**src/design/rv_decode_pkg.sv**
```systemverilog
`default_nettype none

package rv_decode_pkg;

    localparam int INSTR_W = 32;

    typedef logic [INSTR_W-1:0] instr_t;

    // RV32I major opcodes kept by this decoder
    typedef enum logic [6:0] {
        OP       = 7'b0110011,
        OP_IMM   = 7'b0010011,
        LOAD     = 7'b0000011,
        STORE    = 7'b0100011,
        BRANCH   = 7'b1100011,
        JAL      = 7'b1101111,
        JALR     = 7'b1100111,
        LUI      = 7'b0110111,
        AUIPC    = 7'b0010111,
        MISC_MEM = 7'b0001111
    } opcode_e;

    typedef enum logic [2:0] {
        CLS_ALU_R,
        CLS_ALU_I,
        CLS_LOAD,
        CLS_STORE,
        CLS_BRANCH,
        CLS_OTHER,
        CLS_ILLEGAL
    } instr_class_e;

    // Compares live in the upper half, low bits follow branch funct3
    typedef enum logic [4:0] {
        ALU_ADD  = 5'b00000,
        ALU_SUB  = 5'b01000,
        ALU_XOR  = 5'b00100,
        ALU_OR   = 5'b00110,
        ALU_AND  = 5'b00111,
        ALU_SLL  = 5'b00001,
        ALU_SRL  = 5'b00101,
        ALU_SRA  = 5'b01101,
        ALU_SLT  = 5'b00010,
        ALU_SLTU = 5'b00011,
        ALU_BEQ  = 5'b11000,
        ALU_BNE  = 5'b11001,
        ALU_BLT  = 5'b11100,
        ALU_BGE  = 5'b11101,
        ALU_BLTU = 5'b11110,
        ALU_BGEU = 5'b11111
    } alu_op_e;

    typedef enum logic [2:0] {
        LDST_B  = 3'd0,
        LDST_H  = 3'd1,
        LDST_W  = 3'd2,
        LDST_BU = 3'd4,
        LDST_HU = 3'd5
    } ldst_size_e;

    typedef logic [1:0] op_a_sel_t;
    typedef logic [2:0] op_b_sel_t;

    localparam op_a_sel_t OPA_RS1  = 2'd0;
    localparam op_a_sel_t OPA_PC   = 2'd1;
    localparam op_a_sel_t OPA_ZERO = 2'd2;

    localparam op_b_sel_t OPB_RS2   = 3'd0;
    localparam op_b_sel_t OPB_IMM_I = 3'd1;
    localparam op_b_sel_t OPB_IMM_U = 3'd2;
    localparam op_b_sel_t OPB_IMM_S = 3'd3;
    localparam op_b_sel_t OPB_INCR  = 3'd4;

endpackage

`default_nettype wire
```
**src/design/decode_stage.sv**
```systemverilog
`timescale 1ns/1ps
`default_nettype none

module decode_stage (
    input  wire logic                  clk_i,
    input  wire logic                  rst_n_i,
    input  wire rv_decode_pkg::instr_t instr_i,
    input  wire logic                  instr_valid_i,
    output logic                       valid_o,
    output rv_decode_pkg::op_a_sel_t   op_a_sel_o,
    output rv_decode_pkg::op_b_sel_t   op_b_sel_o,
    output rv_decode_pkg::alu_op_e     alu_op_o,
    output logic                       mem_req_o,
    output logic                       mem_we_o,
    output rv_decode_pkg::ldst_size_e  mem_size_o,
    output logic                       gpr_we_o,
    output logic                       wb_src_sel_o,
    output logic                       illegal_o,
    output logic                       branch_o,
    output logic                       jal_o,
    output logic                       jalr_o
);

    import rv_decode_pkg::*;

    instr_class_e cls;
    op_a_sel_t    op_a_sel;
    op_b_sel_t    op_b_sel;
    alu_op_e      alu_op;
    ldst_size_e   mem_size;
    logic         wb_src_sel;
    logic         gpr_we, mem_req, mem_we;
    logic         branch, jal, jalr;
    logic         cls_illegal, alu_illegal, mem_illegal;
    logic         illegal;
    logic         fire;                        // Valid and legal

    opcode_classifier i_opcode_classifier (
        .opcode_i     (instr_i[6:0]),
        .funct3_i     (instr_i[14:12]),
        .cls_o        (cls),
        .op_a_sel_o   (op_a_sel),
        .op_b_sel_o   (op_b_sel),
        .wb_src_sel_o (wb_src_sel),
        .gpr_we_o     (gpr_we),
        .mem_req_o    (mem_req),
        .mem_we_o     (mem_we),
        .branch_o     (branch),
        .jal_o        (jal),
        .jalr_o       (jalr),
        .illegal_o    (cls_illegal)
    );

    alu_op_decoder i_alu_op_decoder (
        .cls_i     (cls),
        .funct3_i  (instr_i[14:12]),
        .funct7_i  (instr_i[31:25]),
        .alu_op_o  (alu_op),
        .illegal_o (alu_illegal)
    );

    mem_size_decoder i_mem_size_decoder (
        .cls_i     (cls),
        .funct3_i  (instr_i[14:12]),
        .size_o    (mem_size),
        .illegal_o (mem_illegal)
    );

    assign illegal = cls_illegal | alu_illegal | mem_illegal;
    assign fire    = instr_valid_i & ~illegal;

    always_ff @(posedge clk_i or negedge rst_n_i) begin
        if (!rst_n_i) begin
            valid_o      <= 1'b0;
            illegal_o    <= 1'b0;
            gpr_we_o     <= 1'b0;
            mem_req_o    <= 1'b0;
            mem_we_o     <= 1'b0;
            branch_o     <= 1'b0;
            jal_o        <= 1'b0;
            jalr_o       <= 1'b0;
            op_a_sel_o   <= OPA_RS1;
            op_b_sel_o   <= OPB_RS2;
            alu_op_o     <= ALU_ADD;
            mem_size_o   <= LDST_B;
            wb_src_sel_o <= 1'b0;
        end else begin
            valid_o   <= instr_valid_i;
            illegal_o <= instr_valid_i & illegal;
            gpr_we_o  <= fire & gpr_we;        // No side effects when illegal
            mem_req_o <= fire & mem_req;
            mem_we_o  <= fire & mem_we;
            branch_o  <= fire & branch;
            jal_o     <= fire & jal;
            jalr_o    <= fire & jalr;
            if (instr_valid_i) begin
                op_a_sel_o   <= op_a_sel;
                op_b_sel_o   <= op_b_sel;
                alu_op_o     <= alu_op;
                mem_size_o   <= mem_size;
                wb_src_sel_o <= wb_src_sel;
            end
        end
    end

endmodule

`default_nettype wire

```
**src/design/mem_size_decoder.sv**
```systemverilog
`timescale 1ns/1ps
`default_nettype none

module mem_size_decoder (
    input  rv_decode_pkg::instr_class_e  cls_i,
    input  wire logic [2:0]              funct3_i,
    output rv_decode_pkg::ldst_size_e    size_o,
    output logic                         illegal_o
);

    import rv_decode_pkg::*;

    always_comb begin
        size_o    = LDST_B;
        illegal_o = 1'b0;

        case (cls_i)
            CLS_LOAD: begin
                case (funct3_i)
                    3'd0:    size_o = LDST_B;
                    3'd1:    size_o = LDST_H;
                    3'd2:    size_o = LDST_W;
                    3'd4:    size_o = LDST_BU;
                    3'd5:    size_o = LDST_HU;
                    default: illegal_o = 1'b1;
                endcase
            end
            CLS_STORE: begin
                case (funct3_i)                  // No unsigned stores
                    3'd0:    size_o = LDST_B;
                    3'd1:    size_o = LDST_H;
                    3'd2:    size_o = LDST_W;
                    default: illegal_o = 1'b1;
                endcase
            end
            default: size_o = LDST_B;
        endcase
    end

endmodule

`default_nettype wire

```
**src/design/alu_op_decoder.sv**
```systemverilog
`timescale 1ns/1ps
`default_nettype none

module alu_op_decoder (
    input  rv_decode_pkg::instr_class_e  cls_i,
    input  wire logic [2:0]              funct3_i,
    input  wire logic [6:0]              funct7_i,
    output rv_decode_pkg::alu_op_e       alu_op_o,
    output logic                         illegal_o
);

    import rv_decode_pkg::*;

    localparam logic [6:0] F7_BASE = 7'h00;
    localparam logic [6:0] F7_ALT  = 7'h20;    // SUB and SRA

    always_comb begin
        alu_op_o  = ALU_ADD;
        illegal_o = 1'b0;

        case (cls_i)
            CLS_ALU_R: begin
                case ({funct7_i, funct3_i})
                    {F7_BASE, 3'd0}: alu_op_o = ALU_ADD;
                    {F7_ALT,  3'd0}: alu_op_o = ALU_SUB;
                    {F7_BASE, 3'd4}: alu_op_o = ALU_XOR;
                    {F7_BASE, 3'd6}: alu_op_o = ALU_OR;
                    {F7_BASE, 3'd7}: alu_op_o = ALU_AND;
                    {F7_BASE, 3'd1}: alu_op_o = ALU_SLL;
                    {F7_BASE, 3'd5}: alu_op_o = ALU_SRL;
                    {F7_ALT,  3'd5}: alu_op_o = ALU_SRA;
                    {F7_BASE, 3'd2}: alu_op_o = ALU_SLT;
                    {F7_BASE, 3'd3}: alu_op_o = ALU_SLTU;
                    default:         illegal_o = 1'b1;
                endcase
            end
            CLS_ALU_I: begin
                case (funct3_i)
                    3'd0: alu_op_o = ALU_ADD;
                    3'd2: alu_op_o = ALU_SLT;
                    3'd3: alu_op_o = ALU_SLTU;
                    3'd4: alu_op_o = ALU_XOR;
                    3'd6: alu_op_o = ALU_OR;
                    3'd7: alu_op_o = ALU_AND;
                    3'd1: begin
                        if (funct7_i == F7_BASE) alu_op_o = ALU_SLL;
                        else illegal_o = 1'b1;
                    end
                    3'd5: begin
                        if (funct7_i == F7_BASE) alu_op_o = ALU_SRL;
                        else if (funct7_i == F7_ALT) alu_op_o = ALU_SRA;
                        else illegal_o = 1'b1;
                    end
                endcase
            end
            CLS_BRANCH: begin
                case (funct3_i)
                    3'd0:    alu_op_o = ALU_BEQ;
                    3'd1:    alu_op_o = ALU_BNE;
                    3'd4:    alu_op_o = ALU_BLT;
                    3'd5:    alu_op_o = ALU_BGE;
                    3'd6:    alu_op_o = ALU_BLTU;
                    3'd7:    alu_op_o = ALU_BGEU;
                    default: illegal_o = 1'b1;   // funct3 2 and 3
                endcase
            end
            default: alu_op_o = ALU_ADD;         // Address and link adds
        endcase
    end

endmodule

`default_nettype wire

```
**src/design/opcode_classifier.sv**
```systemverilog
`timescale 1ns/1ps
`default_nettype none

module opcode_classifier (
    input  wire logic [6:0]                opcode_i,
    input  wire logic [2:0]                funct3_i,
    output rv_decode_pkg::instr_class_e    cls_o,
    output rv_decode_pkg::op_a_sel_t       op_a_sel_o,
    output rv_decode_pkg::op_b_sel_t       op_b_sel_o,
    output logic                           wb_src_sel_o,
    output logic                           gpr_we_o,
    output logic                           mem_req_o,
    output logic                           mem_we_o,
    output logic                           branch_o,
    output logic                           jal_o,
    output logic                           jalr_o,
    output logic                           illegal_o
);

    import rv_decode_pkg::*;

    always_comb begin
        cls_o        = CLS_OTHER;
        op_a_sel_o   = OPA_ZERO;
        op_b_sel_o   = OPB_INCR;
        wb_src_sel_o = 1'b0;
        gpr_we_o     = 1'b0;
        mem_req_o    = 1'b0;
        mem_we_o     = 1'b0;
        branch_o     = 1'b0;
        jal_o        = 1'b0;
        jalr_o       = 1'b0;
        illegal_o    = 1'b0;

        case (opcode_i)
            OP: begin
                cls_o      = CLS_ALU_R;
                op_a_sel_o = OPA_RS1;
                op_b_sel_o = OPB_RS2;
                gpr_we_o   = 1'b1;
            end
            OP_IMM: begin
                cls_o      = CLS_ALU_I;
                op_a_sel_o = OPA_RS1;
                op_b_sel_o = OPB_IMM_I;
                gpr_we_o   = 1'b1;
            end
            LOAD: begin
                cls_o        = CLS_LOAD;
                op_a_sel_o   = OPA_RS1;
                op_b_sel_o   = OPB_IMM_I;
                mem_req_o    = 1'b1;
                wb_src_sel_o = 1'b1;         // Writeback from memory
                gpr_we_o     = 1'b1;
            end
            STORE: begin
                cls_o      = CLS_STORE;
                op_a_sel_o = OPA_RS1;
                op_b_sel_o = OPB_IMM_S;
                mem_req_o  = 1'b1;
                mem_we_o   = 1'b1;
            end
            BRANCH: begin
                cls_o      = CLS_BRANCH;
                op_a_sel_o = OPA_RS1;
                op_b_sel_o = OPB_RS2;
                branch_o   = 1'b1;
            end
            JAL: begin
                op_a_sel_o = OPA_PC;         // Link address PC + 4
                gpr_we_o   = 1'b1;
                jal_o      = 1'b1;
            end
            JALR: begin
                op_a_sel_o = OPA_PC;
                gpr_we_o   = 1'b1;
                jalr_o     = 1'b1;
                illegal_o  = (funct3_i != 3'd0);
            end
            LUI: begin
                op_b_sel_o = OPB_IMM_U;      // 0 + imm
                gpr_we_o   = 1'b1;
            end
            AUIPC: begin
                op_a_sel_o = OPA_PC;
                op_b_sel_o = OPB_IMM_U;
                gpr_we_o   = 1'b1;
            end
            MISC_MEM: begin
                cls_o = CLS_OTHER;           // FENCE acts as a nop
            end
            default: begin
                cls_o     = CLS_ILLEGAL;
                illegal_o = 1'b1;
            end
        endcase
    end

endmodule

`default_nettype wire

```
**config.mk**
```make
export PLATFORM = sky130hd
export DESIGN_NAME = decode_stage
export DESIGN_NICKNAME = d
export VERILOG_FILES = /design/src/design/rv_decode_pkg.sv /design/src/design/decode_stage.sv /design/src/design/mem_size_decoder.sv /design/src/design/alu_op_decoder.sv /design/src/design/opcode_classifier.sv
export SDC_FILE = /design/constraint.sdc
export NUM_CORES = 1
export LEC_CHECK = 0
export ABC_AREA = 1
export BUFFER_PORTS_ARGS = -buffer_cell sky130_fd_sc_hd__buf_2
export CAP_MARGIN = 20
export CELL_PAD_IN_SITES_DETAIL_PLACEMENT = 1
export CELL_PAD_IN_SITES_GLOBAL_PLACEMENT = 2
export CORE_UTILIZATION = 26
export CTS_CLUSTER_DIAMETER = 50
export DETAILED_ROUTE_END_ITERATION = 8
export PLACE_DENSITY_LB_ADDON = 0.25
export SYNTH_ARGS = -nofsm -noshare
export SYNTH_HDL_FRONTEND = slang
export SYNTH_SLANG_ARGS = --single-unit
```
**constraint.sdc**
```tcl
create_clock -name clk_i -period 1.09 [get_ports clk_i]
set_input_delay 0.0545 -clock clk_i [delete_from_list [all_inputs] [get_ports clk_i]]
set_output_delay 0.0545 -clock clk_i [all_outputs]
set_load 0.1 [all_outputs]
```
==> Yosys cells after proc, flatten, opt, wreduce, memory -nomap -nowiden <==
Index checks and enable logic that the tools add are counted.
{ "op_classes": {"muxes": 31, "bitwise_logic": 11, "n_reduce_logical": 18, "n_eq_ne": 31} }
{ "ops": {"columns": ["op", "n"], "rows": [
  ["equality test 10 x 3 -> 1 bit, second input constant", 4],
  ["case mux 5 bit (8 select lines)", 1],
  ["case mux 4 bit (9 select lines)", 1],
  ["case mux 5 bit (6 select lines)", 1],
  ["equality test 7 x 6 -> 1 bit, second input constant", 4],
  ["case mux 3 bit (4 select lines)", 2],
  ["equality test 7 bit, second input constant", 3],
  ["equality test 10 x 2 -> 1 bit, second input constant", 2],
  ["equality test 10 x 9 -> 1 bit, second input constant", 2],
  ["case mux 3 bit (6 select lines)", 1],
  ["equality test 3 bit, second input constant", 5],
  ["2-to-1 mux 1 bit", 15],
  ["case mux 5 bit (3 select lines)", 1],
  ["OR reduction 5 bit", 3],
  ["equality test 7 x 5 -> 1 bit, second input constant", 2],
  ["equality test 3 x 2 -> 1 bit, second input constant", 4],
  ["equality test 10 x 1 -> 1 bit, second input constant", 1],
  ["logical NOT 10 bit", 1],
  ["OR reduction 10 bit", 1],
  ["OR reduction 9 bit", 1],
  ["AND 1 bit", 8],
  ["case mux 2 bit (2 select lines)", 2],
  ["OR reduction 2 bit", 4],
  ["equality test 7 x 2 -> 1 bit, second input constant", 1],
  ["other kinds (15)", 21]
]} }
{ "word_totals": {"inputBits": 35, "regBits": 22, "output_inout_bits": 22, "word_cells": 104} }

==> Logic depth before layout (Yosys ltp) <==
{ "depth": {"depth_word": 10, "ltp_mapped": 11, "depth_no_buf": 11} }

==> Cells and area by module <==
Synthesis repeated with hierarchy kept, for this count alone.
{ "hier_totals": {"cells_unflattened": 252, "hier_area_um2": 1612.8} }
{ "modules_own_cells": {"columns": ["module", "seq_area_each_um2", "cells_each", "instances", "area_per_inst_um2"], "rows": [
  ["decode_stage", 550.5, 83, 1, 813.3],
  ["alu_op_decoder", 0.0, 95, 1, 442.9],
  ["opcode_classifier", 0.0, 54, 1, 260.2],
  ["mem_size_decoder", 0.0, 20, 1, 96.3]
]} }

==> Least setup slack after synthesis <==
OpenSTA, ideal clock, no wires.
{ "synth_timing": {"path_type": "register to register", "from": "register, netlist name op_a_sel_o[1]", "to": "register op_a_sel_o[1]", "setup_time_ns": 0.122, "path_stages_with_launch": 2, "required_ns": 0.968, "arrival_time_ns": 1.113, "period_less_slack_ns": 1.235, "path_buffers": 0, "slack_ns": -0.145, "path_cell_list": "dfrtp_1 > a22o_2"} }
{ "synth_rtl": {"columns": ["element", "line_no", "rtl"], "rows": [
  ["end signal, assigned", "decode_stage.sv:97", "op_a_sel_o <= op_a_sel;"],
  ["end, declared", "decode_stage.sv:10", "output rv_decode_pkg::op_a_sel_t op_a_sel_o,"]
]} }

==> Worst setup path in the final report <==
{ "layout_timing": {"from": "input instr_i[4]", "to": "register mem_we_o"} }
{ "layout_between": {"elab_chain_len": 10, "elab_cells_between_ends": 27, "cone_classes": "eq/ne: 14; mux: 5; bitwise: 5; reduce/logical: 3"} }
{ "layout_rtl": {"columns": ["element", "line_no", "rtl"], "rows": [
  ["start, declared", "decode_stage.sv:7", "input wire rv_decode_pkg::instr_t instr_i,"],
  ["equality test 7 bit, or another cell as far along", "opcode_classifier.sv:35", "case (opcode_i)"],
  ["OR reduction 5 bit (no line)", null, null],
  ["case mux 3 bit (6 select lines)", "opcode_classifier.sv:35", null],
  ["equality test 3 bit, or another cell as far along", "alu_op_decoder.sv:21", "case (cls_i)"],
  ["case mux 1 bit (3 select lines)", "alu_op_decoder.sv:21", null],
  ["OR 1 bit (2 in a row)", "decode_stage.sv:69", "assign illegal = cls_illegal | alu_illegal | mem_illegal;"],
  ["NOT 1 bit", "decode_stage.sv:70", "assign fire = instr_valid_i & ~illegal;"],
  ["AND 1 bit", "decode_stage.sv:70", null],
  ["AND 1 bit (*)", "decode_stage.sv:92", "mem_we_o <= fire & mem_we;"],
  ["end signal, assigned", "decode_stage.sv:92", null],
  ["end, declared", "decode_stage.sv:14", "output logic mem_we_o,"]
]} }
Mark *: on every way between the ends. The rest lies on a longest branch, timed or not.
A chain may end at the register's enable or synchronous reset.

==> results.ini <==
[die]
ios=57
die_area_um2=5720
core_um2=5170
start_util_pct=27.2
die_x_um=75.6
die_y_um=75.6
rows=26

[grt]
first_global_vias=1630
overflow=0
grt_usage_pct=17.5
grt_pass1_wl_mm=7.46
grt_max_degree=23
antenna_found_initial=0

[critical_path]
cp.required_ps=1290
slowest_delay_ps=160
cp_top_family=simple AND/OR/NAND/NOR gates
critical_path.max_fanout=6
crit_top_cell=nand2_2
rr_worst_depth=1
path_depth=10
worst_setup_path_end_kind=flip-flop
crit_path_cell_trace=buf_2 -> inv_2 -> nand2_2 -> nor2_4 -> nand2_1 -> nand2_2 -> nor2_1 -> a21oi_4 -> nand4_4 -> nor2_2
arrival_ps=1200
critical_path_class=in2reg
cp-start-kind=input port
crit_slowest_cell=nor2_4
crit_buf_inv=2

[synth]
synthXorXnorAreaFrac_pct=0
synthDistinctLibCells=27
async_reset_ff_share_pct=100
synthMuxAreaShare_pct=0
synth-simple-area-share_pct=42.1
synth_adder_area_share_pct=0
synth_top_family_by_area=simple AND/OR/NAND/NOR gates
synth.yosys.seq_area_share_pct=39.1
ys_ff_latch=22
yosys_warnings=0
synth_edf_count=0
avgSynthCellArea_um2=6.84
synth_nets=241
synth_flop_cell=dfrtp_1
syn_area_um2=1410
syn_inst=206
synth_compound_area_share_pct=10.7

[cells_and_area]
drive_gt1_share_pct=47.2
layout.cells.most_common_list=nand2_1, buf_4, nor2_1
nFillCells=632
antenna_cells=0
nets=326
final_cell_area_um2=2460
final_common_cell=nand2_1
final_cells=360
syn_to_final_growth_pct=74.6

[clock_network]
h-tree-depth=1
cts_buffers=3
clkTransAtPathRegs_ps=80
clock_latency_ps=270
cts_num_sinks=22
ctsRootBufferMaster=clkbuf_8
clk_path_buf_depth=2
cts_tree=built

[sta]
relSlewSlack_pct=68.7
hold_violations=0
drv_slew=0
finalCriticalPeriod_ps=999
clock.fmax_mhz=1000
skew_ps=0
min_period_over_period_pct=91.6
worst_pin_slew_ps=470
worst_slack_ps=91.1
setup_violations=0

[route]
vias=1613
vias_per_cell=4.48
drt_iter0_markers=36
drt-total-wl_mm=4.69
drc=0
wire_per_inst_um=13.0
ant_nets=0
drtPass1Iterations=4

[placed_design]
place_congestion=0.798
dp_hpwl_mm=3.95
pre_cts_ws_ps=-302
place_inst=353
portBuffers=41
place_area_um2=2310

[min_path]
holdPathStages=2
worstHoldPathType=in2reg

[power_and_ir_drop]
power.leakage_nw=1.17
power.total_mw=2.20
power_density_nw_per_um2=896
peakVddDrop_uv=424

[run_status]
status=complete, no violations

[run]
cap_violations=0

state kept, by name, indices dropped and copies added, names as in the netlist, 2 cells and up:
name        flops
alu_op_o        5
op_b_sel_o      3
mem_size_o      3
op_a_sel_o      2
path summary, 6_finish.rpt:
check	startpoint	endpoint	slack [ps]
min in group asynchronous	rst_n_i	valid_o	270
max reg2reg	op_a_sel_o[1]	op_a_sel_o[1]	290
max	instr_i[4]	mem_we_o	90
min	instr_valid_i	valid_o	100
max in group asynchronous	rst_n_i	alu_op_o[4]	470
min reg2reg	alu_op_o[0]	alu_op_o[0]	530
timing repair:
action / 4_1_cts / 5_1_grt
endpoints found under the setup margin: 1 / 11
pin swaps: 0 / 5
hold endpoints to repair: 22 / 0
gates resized for setup: 1 / 20
setup buffers: 0 / 2
hold buffers: 1 / 0
final cells by class:
cell class | instances | area, um^2 | area share, %
Timing Repair Buffer | 83 | 841 | 34.2
Tap cell | 70 | 87.6 | 3.56
Inverter | 26 | 97.6 | 3.97
Sequential cell | 22 | 568 | 23.1
Clock inverter | 1 | 30.0 | 1.22
Clock buffer | 3 | 41.3 | 1.68
Multi-Input combinational cell | 155 | 795 | 32.3
layer usage:
layer	track usage (%)	part of all wire, %
met2	31.0	51
met5	0	0
met4	6.79	1.5
met3	1.19	2.5
met1	22.4	45
cells by family (layout without fill, tap and decap cells):
family | Yosys count | count (layout)
AND/OR/NAND/NOR | 132 | 132
flip-flops | 22 | 22
AO/OA/AOI/OAI | 23 | 23
buffers and inverters | 29 | 113
power by group:
| part | leakage (nW) | total, mW | switching [mW] | internal (mW) |
|---|---|---|---|---|
| combinational | 0.863 | 0.576 | 0.358 | 0.219 |
| sequential | 0.272 | 0.861 | 0.0214 | 0.839 |
| clock | 0.0357 | 0.766 | 0.274 | 0.492 |
| total | 1.17 | 2.20 | 0.653 | 1.55 |
synth_stat cells (all sizes together), types with 2 or more instances:
library cell,number,area share [%]
o41ai,2,1.2
inv,25,6.7
nand4,4,2.8
a21oi,6,2.9
a22o,2,1.4
nand2,60,17
nor3,3,1.1
nand3,21,7.8
nor2,44,14
o21ai,9,3.2
buf,2,0.89
dfrtp,22,39
metrics by stage:
| step | util [%] | TNS [ps] | hold slack [ps] |
|---|---|---|---|
| 2_1_floorplan | - | 0 | -241 |
| 3_3_place_gp | 44.7 | -2310 | 37.9 |
| 3_5_place_dp | 44.7 | -3280 | 43.0 |
| 4_1_cts | 46.3 | 0 | 93.2 |
| 5_1_grt | 47.6 | -115 | 110 |
| 6_report | 47.6 | 0 | 100 |
Note: power is estimated with default switching activity, not from simulation.
